--- config.mk ---
export PLATFORM = sky130hd
export DESIGN_NAME = ifetch_top
export DESIGN_NICKNAME = d
export VERILOG_FILES = /design/src/hdl/icache_pkg.sv /design/src/hdl/icache_arrays.sv /design/src/hdl/icache_refill.sv /design/src/hdl/icache_ctrl.sv /design/src/hdl/fetch_unit.sv /design/src/hdl/ifetch_top.sv
export SDC_FILE = /design/constraint.sdc
export NUM_CORES = 2
export LEC_CHECK = 0
export ABC_AREA = 1
export BUFFER_PORTS_ARGS = -buffer_cell sky130_fd_sc_hd__buf_2
export CAP_MARGIN = 10
export CELL_PAD_IN_SITES_DETAIL_PLACEMENT = 1
export CELL_PAD_IN_SITES_GLOBAL_PLACEMENT = 2
export CORE_MARGIN = 4
export CORE_UTILIZATION = 43
export DETAILED_ROUTE_END_ITERATION = 8
export PLACE_DENSITY = 0.81
export SLEW_MARGIN = 5
export SYNTH_ARGS = -nofsm -noshare
export SYNTH_HDL_FRONTEND = slang
export SYNTH_SLANG_ARGS = --single-unit
--- constraint.sdc ---
create_clock -name clk -period 7.5 [get_ports clk]
set_input_delay 2.25 -clock clk [delete_from_list [all_inputs] [get_ports clk]]
set_output_delay 2.25 -clock clk [all_outputs]
set_load 0.05 [all_outputs]
--- src/hdl/icache_pkg.sv ---
package icache_pkg;

    // cache geometry, 16 sets of 4-word lines.
    localparam int INDEX_BITS  = 4;
    localparam int OFFSET_BITS = 2;
    localparam int LINE_WORDS  = 1 << OFFSET_BITS;
    localparam int TAG_BITS    = 32 - INDEX_BITS - OFFSET_BITS - 2;
    localparam int SETS        = 1 << INDEX_BITS;

    typedef logic [31:0] addr_t;

    // field view of an instruction address.
    typedef struct packed {
        logic [TAG_BITS-1:0]    tag;
        logic [INDEX_BITS-1:0]  index;
        logic [OFFSET_BITS-1:0] offset;
        logic [1:0]             byte_sel;  // always zero for word fetches.
    } addr_fields_t;

    typedef union packed {
        addr_t        raw;
        addr_fields_t f;
    } fetch_addr_u;

    typedef logic [LINE_WORDS-1:0][31:0] line_t;

    typedef struct packed {
        fetch_addr_u addr;
    } fetch_req_t;

    typedef struct packed {
        addr_t       addr;
        logic [31:0] inst;
    } fetch_resp_t;

    typedef struct packed {
        addr_t base;  // line aligned.
    } refill_req_t;

endpackage

--- src/hdl/icache_arrays.sv ---
`timescale 1ns/1ps

module icache_arrays import icache_pkg::*; (
    input  logic                  clk,
    input  logic                  rst,
    input  logic [INDEX_BITS-1:0] rd_index,
    output logic                  rd_valid,
    output logic [TAG_BITS-1:0]   rd_tag,
    output line_t                 rd_line,
    input  logic                  wr_en,
    input  logic [INDEX_BITS-1:0] wr_index,
    input  logic [TAG_BITS-1:0]   wr_tag,
    input  line_t                 wr_line,
    input  logic                  flush_all
);

    logic [SETS-1:0]     valid_q;
    logic [TAG_BITS-1:0] tag_mem [SETS];
    line_t               line_mem [SETS];

    always_ff @(posedge clk)
    begin
        if (rst || flush_all)
        begin
            valid_q <= '0;
        end
        else if (wr_en)
        begin
            valid_q[wr_index] <= 1'b1;
        end
    end

    always_ff @(posedge clk)
    begin
        if (rst)
        begin
            rd_valid <= 1'b0;
        end
        else
        begin
            rd_valid <= valid_q[rd_index];
        end
    end

    // tag and data stores, read returns the old contents on a same-index write.
    always_ff @(posedge clk)
    begin
        if (wr_en)
        begin
            tag_mem[wr_index]  <= wr_tag;
            line_mem[wr_index] <= wr_line;
        end
        rd_tag  <= tag_mem[rd_index];
        rd_line <= line_mem[rd_index];
    end

endmodule

--- src/hdl/icache_refill.sv ---
`timescale 1ns/1ps

module icache_refill import icache_pkg::*; (
    input  logic        clk,
    input  logic        rst,
    input  logic        refill_valid,
    input  refill_req_t refill_req,
    output logic        refill_ready,
    output logic        line_done,
    output line_t       line_data,
    output logic        mem_req_valid,
    output addr_t       mem_req_addr,
    input  logic        mem_ready,
    input  addr_t       mem_rdata
);

    logic                   busy_q;
    logic                   done_q;
    logic [OFFSET_BITS-1:0] beat_q;
    fetch_addr_u            base_q;
    line_t                  line_q;
    logic                   beat_fire;
    logic                   last_beat;

    assign refill_ready  = !busy_q;
    assign mem_req_valid = busy_q;
    assign mem_req_addr  = {base_q.f.tag, base_q.f.index, beat_q, 2'b00};  // ascending words.
    assign beat_fire     = mem_req_valid && mem_ready;
    assign last_beat     = beat_q == OFFSET_BITS'(LINE_WORDS - 1);
    assign line_done     = done_q;
    assign line_data     = line_q;

    always_ff @(posedge clk)
    begin
        if (rst)
        begin
            busy_q <= 1'b0;
            done_q <= 1'b0;
            beat_q <= '0;
        end
        else
        begin
            done_q <= 1'b0;
            if (refill_valid && refill_ready)
            begin
                busy_q <= 1'b1;
                beat_q <= '0;
            end
            else if (beat_fire)
            begin
                beat_q <= beat_q + 1'b1;
                if (last_beat)
                begin
                    busy_q <= 1'b0;
                    done_q <= 1'b1;  // one cycle after the last word.
                end
            end
        end
    end

    always_ff @(posedge clk)
    begin
        if (refill_valid && refill_ready)
        begin
            base_q.raw <= refill_req.base;
        end
        if (beat_fire)
        begin
            line_q[beat_q] <= mem_rdata;
        end
    end

endmodule

--- src/hdl/icache_ctrl.sv ---
`timescale 1ns/1ps

module icache_ctrl import icache_pkg::*; (
    input  logic                  clk,
    input  logic                  rst,
    input  logic                  req_valid,
    input  fetch_req_t            req,
    output logic                  req_ready,
    output logic                  resp_valid,
    output fetch_resp_t           resp,
    input  logic                  flush,
    output logic [INDEX_BITS-1:0] rd_index,
    input  logic                  rd_valid,
    input  logic [TAG_BITS-1:0]   rd_tag,
    input  line_t                 rd_line,
    output logic                  wr_en,
    output logic [INDEX_BITS-1:0] wr_index,
    output logic [TAG_BITS-1:0]   wr_tag,
    output line_t                 wr_line,
    output logic                  flush_all,
    output logic                  refill_valid,
    output refill_req_t           refill_req,
    input  logic                  refill_ready,
    input  logic                  line_done,
    input  line_t                 line_data
);

    typedef enum logic [2:0] {
        S_IDLE,
        S_LOOKUP,
        S_COMPARE,
        S_REFILL,
        S_INSTALL
    } state_t;

    state_t      state;
    state_t      state_next;
    fetch_addr_u addr_q;
    line_t       line_q;
    logic        flush_pend;
    logic        flush_req;
    logic        hit;

    // a flush pulse is held until the FSM is back in idle.
    assign flush_req  = flush || flush_pend;
    assign flush_all  = (state == S_IDLE) && flush_req;
    assign hit        = rd_valid && (rd_tag == addr_q.f.tag);
    assign req_ready  = !flush_req && ((state == S_IDLE) || (state == S_COMPARE && hit));
    assign resp_valid = (state == S_COMPARE && hit) || (state == S_INSTALL);
    assign resp.addr  = addr_q.raw;
    assign resp.inst  = (state == S_INSTALL) ? line_q[addr_q.f.offset]
                                             : rd_line[addr_q.f.offset];

    assign rd_index        = addr_q.f.index;
    assign refill_valid    = (state == S_COMPARE) && !hit;
    assign refill_req.base = {addr_q.f.tag, addr_q.f.index, {OFFSET_BITS{1'b0}}, 2'b00};
    assign wr_en           = state == S_INSTALL;
    assign wr_index        = addr_q.f.index;
    assign wr_tag          = addr_q.f.tag;
    assign wr_line         = line_q;

    always_comb
    begin
        state_next = state;
        case (state)
            S_IDLE:    if (req_valid && req_ready) state_next = S_LOOKUP;
            S_LOOKUP:  state_next = S_COMPARE;  // array read in flight.
            S_COMPARE:
            begin
                if (hit)
                    state_next = (req_valid && req_ready) ? S_LOOKUP : S_IDLE;
                else if (refill_ready)
                    state_next = S_REFILL;
            end
            S_REFILL:  if (line_done) state_next = S_INSTALL;
            S_INSTALL: state_next = S_IDLE;
            default:   state_next = S_IDLE;
        endcase
    end

    always_ff @(posedge clk)
    begin
        if (rst)
        begin
            state      <= S_IDLE;
            flush_pend <= 1'b0;
        end
        else
        begin
            state      <= state_next;
            flush_pend <= flush_req && !flush_all;
        end
    end

    always_ff @(posedge clk)
    begin
        if (req_valid && req_ready)
            addr_q <= req.addr;
        if (state == S_REFILL && line_done)
            line_q <= line_data;
    end

endmodule

--- src/hdl/fetch_unit.sv ---
`timescale 1ns/1ps

module fetch_unit import icache_pkg::*; #(
    parameter addr_t RESET_PC = '0
) (
    input  logic        clk,
    input  logic        rst,
    input  logic        redirect_valid,
    input  addr_t       redirect_pc,
    output logic        req_valid,
    output fetch_req_t  req,
    input  logic        req_ready,
    input  logic        resp_valid,
    input  fetch_resp_t resp,
    output logic        inst_valid,
    output fetch_resp_t inst_data,
    input  logic        inst_ready
);

    addr_t       pc;
    logic        epoch;
    logic        req_epoch;
    logic        inflight;
    logic        req_hold;
    logic        out_valid;
    logic        skid_valid;
    fetch_resp_t out_data;
    fetch_resp_t skid_data;
    logic        can_issue;
    logic        req_fire;
    logic        pop;
    logic        push;

    assign pop       = out_valid && inst_ready;
    assign push      = resp_valid && (req_epoch == epoch);  // stale answers are dropped.
    assign can_issue = !skid_valid && (!out_valid || inst_ready) && (!inflight || resp_valid);
    assign req_valid = req_hold || can_issue;
    assign req_fire  = req_valid && req_ready;
    assign req.addr.raw = pc;
    assign inst_valid   = out_valid;
    assign inst_data    = out_data;

    always_ff @(posedge clk)
    begin
        if (rst)
        begin
            pc         <= RESET_PC;
            epoch      <= 1'b0;
            req_epoch  <= 1'b0;
            inflight   <= 1'b0;
            req_hold   <= 1'b0;
            out_valid  <= 1'b0;
            skid_valid <= 1'b0;
        end
        else
        begin
            req_hold <= req_valid && !req_ready;  // keeps valid up until taken.
            if (req_fire)
            begin
                inflight  <= 1'b1;
                req_epoch <= epoch;
            end
            else if (resp_valid)
            begin
                inflight <= 1'b0;
            end

            if (redirect_valid)
            begin
                pc         <= redirect_pc;
                epoch      <= !epoch;
                out_valid  <= 1'b0;
                skid_valid <= 1'b0;
            end
            else
            begin
                if (req_fire)
                    pc <= pc + 32'd4;
                if (!out_valid || pop)
                begin
                    out_valid  <= skid_valid || push;
                    skid_valid <= skid_valid && push;
                end
                else if (push)
                begin
                    skid_valid <= 1'b1;  // output held, park the answer.
                end
            end
        end
    end

    always_ff @(posedge clk)
    begin
        if (!out_valid || pop)
            out_data <= skid_valid ? skid_data : resp;
        if (push)
            skid_data <= resp;
    end

endmodule

--- src/hdl/ifetch_top.sv ---
`timescale 1ns/1ps

module ifetch_top import icache_pkg::*; #(
    parameter addr_t RESET_PC = '0
) (
    input  logic        clk,
    input  logic        rst,
    input  logic        redirect_valid,
    input  addr_t       redirect_pc,
    input  logic        flush,
    output logic        inst_valid,
    output fetch_resp_t inst_data,
    input  logic        inst_ready,
    output logic        mem_req_valid,
    output addr_t       mem_req_addr,
    input  logic        mem_ready,
    input  addr_t       mem_rdata
);

    logic                  req_valid;
    logic                  req_ready;
    fetch_req_t            req;
    logic                  resp_valid;
    fetch_resp_t           resp;
    logic [INDEX_BITS-1:0] rd_index;
    logic                  rd_valid;
    logic [TAG_BITS-1:0]   rd_tag;
    line_t                 rd_line;
    logic                  wr_en;
    logic [INDEX_BITS-1:0] wr_index;
    logic [TAG_BITS-1:0]   wr_tag;
    line_t                 wr_line;
    logic                  flush_all;
    logic                  refill_valid;
    logic                  refill_ready;
    refill_req_t           refill_req;
    logic                  line_done;
    line_t                 line_data;

    fetch_unit #(
        .RESET_PC(RESET_PC)
    ) u_fetch (
        .clk(clk),
        .rst(rst),
        .redirect_valid(redirect_valid),
        .redirect_pc(redirect_pc),
        .req_valid(req_valid),
        .req(req),
        .req_ready(req_ready),
        .resp_valid(resp_valid),
        .resp(resp),
        .inst_valid(inst_valid),
        .inst_data(inst_data),
        .inst_ready(inst_ready)
    );

    icache_ctrl u_ctrl (
        .clk(clk),
        .rst(rst),
        .req_valid(req_valid),
        .req(req),
        .req_ready(req_ready),
        .resp_valid(resp_valid),
        .resp(resp),
        .flush(flush),
        .rd_index(rd_index),
        .rd_valid(rd_valid),
        .rd_tag(rd_tag),
        .rd_line(rd_line),
        .wr_en(wr_en),
        .wr_index(wr_index),
        .wr_tag(wr_tag),
        .wr_line(wr_line),
        .flush_all(flush_all),
        .refill_valid(refill_valid),
        .refill_req(refill_req),
        .refill_ready(refill_ready),
        .line_done(line_done),
        .line_data(line_data)
    );

    icache_arrays u_arrays (
        .clk(clk),
        .rst(rst),
        .rd_index(rd_index),
        .rd_valid(rd_valid),
        .rd_tag(rd_tag),
        .rd_line(rd_line),
        .wr_en(wr_en),
        .wr_index(wr_index),
        .wr_tag(wr_tag),
        .wr_line(wr_line),
        .flush_all(flush_all)
    );

    icache_refill u_refill (
        .clk(clk),
        .rst(rst),
        .refill_valid(refill_valid),
        .refill_req(refill_req),
        .refill_ready(refill_ready),
        .line_done(line_done),
        .line_data(line_data),
        .mem_req_valid(mem_req_valid),
        .mem_req_addr(mem_req_addr),
        .mem_ready(mem_ready),
        .mem_rdata(mem_rdata)
    );

endmodule

==> Yosys cells after proc, flatten, opt, wreduce, memory -nomap -nowiden <==
Memories as Yosys holds them, arrays and structs flattened. A register that Yosys moved wholly into a read port is not among the register bits.
Index checks and enable logic that the tools add are counted.
{ "classes": {"add_sub_neg": 2, "magnitude_cmp": 5, "n_eq_ne": 10, "muxes": 31, "n_bitwise": 2, "reduce_logical": 47} }
{ "op_table": {"columns": ["operator", "n"], "rows": [
  ["$mux 32", 6],
  ["$bmux 32 s2", 2],
  ["$bwmux 128", 1],
  ["$demux 32 s2", 1],
  ["$mux 64", 1],
  ["$add 32x3->32 const B", 1],
  ["$eq 24x24->1", 1],
  ["$logic_and 1x1->1", 18],
  ["$or 16x16->16", 1],
  ["$mux 1", 13],
  ["$mux 3", 4],
  ["$pmux 3 s4", 1],
  ["$reduce_bool 2->1", 5],
  ["$logic_not 1->1", 9],
  ["$logic_or 1x1->1", 9],
  ["$eq 3x2->1 const B", 2],
  ["$lt 2x3->1 const B", 2],
  ["$lt 4x5->1 const B", 1],
  ["$bmux 1 s4", 1],
  ["$demux 1 s4", 1],
  ["$ge 4x1->1 const B", 1],
  ["$reduce_or 2->1", 2],
  ["$eq 3x1->1 const B", 1],
  ["$eq 3x3->1 const B", 1],
  ["12 further kinds", 12]
]} }
{ "word_totals": {"register_bits": 507, "mem_bits_rw": 2432, "in_bits": 70, "output_inout_bits": 98, "elab_cells": 127, "memories": 2} }
{ "mem_list": {"columns": ["memory", "words", "word_bits", "rd", "rd_ports_with_merged_regs", "write_ports", "line", "source"], "rows": [
  ["u_arrays.line_mem", 16, 128, 1, 1, 1, "icache_arrays.sv:19", "line_t line_mem [SETS];"],
  ["u_arrays.tag_mem", 16, 24, 1, 1, 1, "icache_arrays.sv:18", "logic [TAG_BITS-1:0] tag_mem [SETS];"]
]} }

==> Depth between registers and ports, before layout <==
{ "logic_depth": {"depth_word": 11, "depth_mapped": 15, "depth_no_buf": 15} }

==> Modules after synthesis <==
Synthesis repeated with hierarchy kept, for this count alone.
{ "unflattened": {"hier_cells": 9431, "hier_area_um2": 119764.9} }
{ "modules_own_cells": {"columns": ["mod", "n_inst", "cells_per_inst", "area_per_inst_um2", "seq_area_each_um2"], "rows": [
  ["icache_arrays", 1, 7653, 99502.9, 76413.3],
  ["icache_ctrl", 1, 847, 8150.3, 4884.7],
  ["fetch_unit", 1, 738, 7148.1, 4604.4],
  ["icache_refill", 1, 193, 4963.5, 4764.6]
]} }

==> Worst setup path after synthesis <==
Ideal clock, no wire load.
{ "synth_path": {"path_type": "flip-flop to flip-flop", "start": "register u_ctrl.addr_q[4] (netlist bit)", "end": "memory u_arrays.line_mem[14][0] (netlist bit), enable pin", "setup_time_ps": 667, "t_arrival_ps": 7567, "path_slack_ps": -734, "stages_incl_launch_ff": 7, "period_less_slack_ps": 8234, "cell_sequence": "edfxtp_1 -> buf_6 -> nor2_4 -> buf_2 -> buf_2 -> inv_1 -> nor2_1"} }
{ "synth_rtl": {"columns": ["element", "line", "source"], "rows": [
  ["start: declaration", "icache_ctrl.sv:38", "fetch_addr_u addr_q;"],
  ["start signal: assignment", "icache_ctrl.sv:98", "addr_q <= req.addr;"],
  ["end: declaration", "icache_arrays.sv:19", null]
]} }
Straight into the memory's write port.

==> Worst setup path after layout <==
{ "layout_path": {"start": "register u_refill.busy_q, in the netlist u_refill.mem_req_valid", "end": "output mem_req_valid"} }
{ "layout_rtl": {"columns": ["element", "line", "source"], "rows": [
  ["start: declaration", "icache_refill.sv:17", "logic busy_q;"],
  ["start signal: assignment", "icache_refill.sv:37", "busy_q <= 1'b0;"],
  ["start signal: assignment", "icache_refill.sv:46", "busy_q <= 1'b1;"],
  ["start signal: assignment", "icache_refill.sv:54", "busy_q <= 1'b0;"],
  ["end: declaration", "ifetch_top.sv:14", "output logic mem_req_valid,"]
]} }
No word-level cell between the ends.

==> flow_metrics.env <==
export IMPL_status="finished clean"
export IMPL_die_h_um=517
export IMPL_clock_tree_htree_level_count=5
export IMPL_grt_met2_usage_pct=40.8
export IMPL_timing_critical_path_cells="buf_2"
export IMPL_rsz_0062_raised_after_global_routing="no"
export IMPL_finalSetupViolations=0
export IMPL_cts_setup_buffers=0
export IMPL_path_clk_slew_ns=0.06
export IMPL_tritoncts_buffers=326
export IMPL_final_layout_size_suffix_gt1_share_pct=10.9
export IMPL_vdd_ir_drop_worst_mv=0.232
export IMPL_report_final_hold_viol_count=0
export IMPL_syn_area_um2=111000
export IMPL_cts_hold_buf=0
export IMPL_path_delay_family="flip-flops"
export IMPL_remaining_antenna_violation_count=0
export IMPL_postRouteWirelength_um=329000
export IMPL_total_leakage_power_nw=40.0
export IMPL_tightestPinTransition_ns=1.21
export IMPL_grt_util_all_layers_pct=24.1
export IMPL_synthFlopType="sky130_fd_sc_hd__edfxtp_1"
export IMPL_async_reset_ff_share_pct=0
export IMPL_clkLatencyLatePin_ns=0.94
export IMPL_timing_critical_path_buf_inv=1
export IMPL_timing_critical_path_fanout_max=6
export IMPL_synth_lib_cells_used_distinct=41
export IMPL_ioPinCount=168
export IMPL_multi_input_comb_area_um2=18500
export IMPL_relSlewSlack_pct=19.5
export IMPL_min_period_ns=4.21
export IMPL_power_density_nw_per_um2=338
export IMPL_slew_violations=0
export IMPL_synth_commonest_cells="sky130_fd_sc_hd__edfxtp_1, sky130_fd_sc_hd__a22oi_1, sky130_fd_sc_hd__a21oi_1"
export IMPL_cts_resized_gates=0
export IMPL_drt_pre_antenna_iters=5
export IMPL_initial_core_utilization_pct=43.3
export IMPL_synthMostInstantiatedCell="sky130_fd_sc_hd__edfxtp_1"
export IMPL_critical_path_class="flip-flop to output pin"
export IMPL_edff_count_synth=2876
export IMPL_routabilityCongestion=0.780
export IMPL_synthDominantCellAreaShare_pct=77.6
export IMPL_first_global_vias=68200
export IMPL_clock_fmax_ghz=0.238
export IMPL_top_usage_layer="met2"
export IMPL_flip_flop_and_latch_count_after_synthesis=3091
export IMPL_biggest_area_contributors_in_the_synthesized_netlist="sky130_fd_sc_hd__edfxtp_1, sky130_fd_sc_hd__a22oi_1, sky130_fd_sc_hd__dfxtp_1, sky130_fd_sc_hd__a21oi_1, sky130_fd_sc_hd__nand2_1"
export IMPL_io_buffers=165
export IMPL_ys_warnings=0
export IMPL_finalCritPeriodShare_pct=56.1
export IMPL_routedWlPerCell_um=31.3
export IMPL_cts_buffer_depth=4
export IMPL_initial_antenna_violation_count=24
export IMPL_maxCapViolCount=0
export IMPL_clock_sink_count=3091
export IMPL_post_place_ws_ns=2.88
export IMPL_met3_usage_pct=3.24
export IMPL_rows=186
export IMPL_filler_cell_count=24100
export IMPL_routed_via_density=6.21
export IMPL_final_worst_clock_skew_ns=0.0588
export IMPL_critical_path_arrival_ns=1.96
export IMPL_die_area_um2=267000
export IMPL_core_area_um2=257000
export IMPL_clock_tree_root_cell="sky130_fd_sc_hd__clkbuf_16"
export IMPL_seq_area_um2=90700
export IMPL_timing_final_ws_setup_ns=3.29
export IMPL_syn_avg_cell_area_um2=16.7
export IMPL_global_route_usage_met1_pct=32.6
export IMPL_hold_path_class="flip-flop to flip-flop"
export IMPL_fin_worst_hold_slack_ns=0.399
export IMPL_die_width_um=517
export IMPL_cpPeakStageDelay_ns=0.66
export IMPL_cp_end_kind="output pin"
export IMPL_grt_start_max_net_pins=170
export IMPL_detailedRoute_firstIterationViolations=8656
export IMPL_dr_total_vias=65200
export IMPL_setup_worst_path_start_class="flip-flop"
export IMPL_yosysSeqAreaShare_pct=81.4
export IMPL_critPathSlowestCell="sky130_fd_sc_hd__dfxtp_1"
export IMPL_timing_critical_path_required_ns=5.25
export IMPL_number_of_remaining_drc_errors=0
export IMPL_synth_cells=6678
export IMPL_grt_first_pass_wirelength_um=475000
export IMPL_post_dp_hpwl_um=157000
export IMPL_grt_remaining_overflow=0
export IMPL_layout_area_overhead_vs_synth_pct=13.1
export IMPL_nets=6943
export IMPL_synth_largest_area_cell="sky130_fd_sc_hd__edfxtp_1"
export IMPL_tritoncts="built"
layout by cell type, fill, tap and decap left out, types with 44 or more instances in the layout:
cell type and instances:
sky130_fd_sc_hd__nand2_1 337, sky130_fd_sc_hd__buf_2 165, sky130_fd_sc_hd__or4_1 152, sky130_fd_sc_hd__nor2_1 304, sky130_fd_sc_hd__o21ai_0 178, sky130_fd_sc_hd__edfxtp_1 2876
sky130_fd_sc_hd__clkinv_2 44, sky130_fd_sc_hd__inv_1 85, sky130_fd_sc_hd__clkbuf_16 333, sky130_fd_sc_hd__clkbuf_1 87, sky130_fd_sc_hd__dfxtp_1 214, sky130_fd_sc_hd__clkinv_1 48
sky130_fd_sc_hd__buf_4 89, sky130_fd_sc_hd__a21oi_1 644, sky130_fd_sc_hd__a22oi_1 1222
cell type report:
cell class                 instances  area share [%]
tap                             3384            3.36
inverter                         102           0.344
timing repair buffer             280            1.60
antenna                            5         0.00994
clock buffer                     445            7.15
sequential                      3091            72.0
multi-input combinational       3067            14.7
clock inverter                   120           0.842
path summary, 6_finish.rpt:
check                         start                         end  slack, ns  cells past startpoint
max          u_refill.mem_req_valid               mem_req_valid       3.29                      1
min          u_refill.line_data[79]          u_ctrl.wr_line[79]       0.40                      0
max reg2reg         u_ctrl.state[2]  u_arrays.line_mem[15][111]       3.49                      8
min reg2reg  u_refill.line_data[79]          u_ctrl.wr_line[79]       0.40                      0
per-stage QoR:
stage	power (mW)	utilization [%]	cell area, µm²	setup TNS [ns]	cells
floorplan	24.7	-	111000	-1684.69	6679
global placement	27.2	45.1	116000	0	9924
detailed placement	27.4	45.1	116000	0	9924
CTS	42.7	49.0	126000	0	10500
global route	44.1	49.0	126000	0	10500
finish	42.5	49.0	126000	0	10500
sequential cells by signal (all words and copies together) (netlist names), 2 cells and up:
register,cells
u_arrays.tag_mem,384
u_fetch.skid_data,64
u_arrays.rd_line,128
u_refill.line_data,128
u_ctrl.addr_q,32
u_ctrl.state,3
u_refill.base_q,28
u_fetch.inst_data,64
u_arrays.valid_q,16
u_fetch.req,32
u_ctrl.wr_line,128
u_refill.beat_q,2
u_arrays.rd_tag,24
u_arrays.line_mem,2048
kinds of logic after synthesis:
kind of cell,count (synthesis),share of synthesized area (%)
DFF,3091,81.4
other,1,0.00337
xor gates and xnor gates,29,0.228
buffers and inverters,521,2.11
AOI/OAI and AO/OA,2119,12.4
adders and majority gates,5,0.0562
and+or+nand+nor,912,3.81
routing by layer:
layer  share of wire, %  wire length, µm
met1                 40           130000
met2                 50           163000
met3                7.8            25600
met4                3.0             9970
met5             0.0064               21
report_power, final:
group / switching, mW / total (mW) / internal [mW]
Sequential: 0.470 / 20.1 / 19.6
Clock: 6.42 / 15.4 / 9.01
Combinational: 5.18 / 7.03 / 1.85
Note: power is estimated with default switching activity, not from simulation.
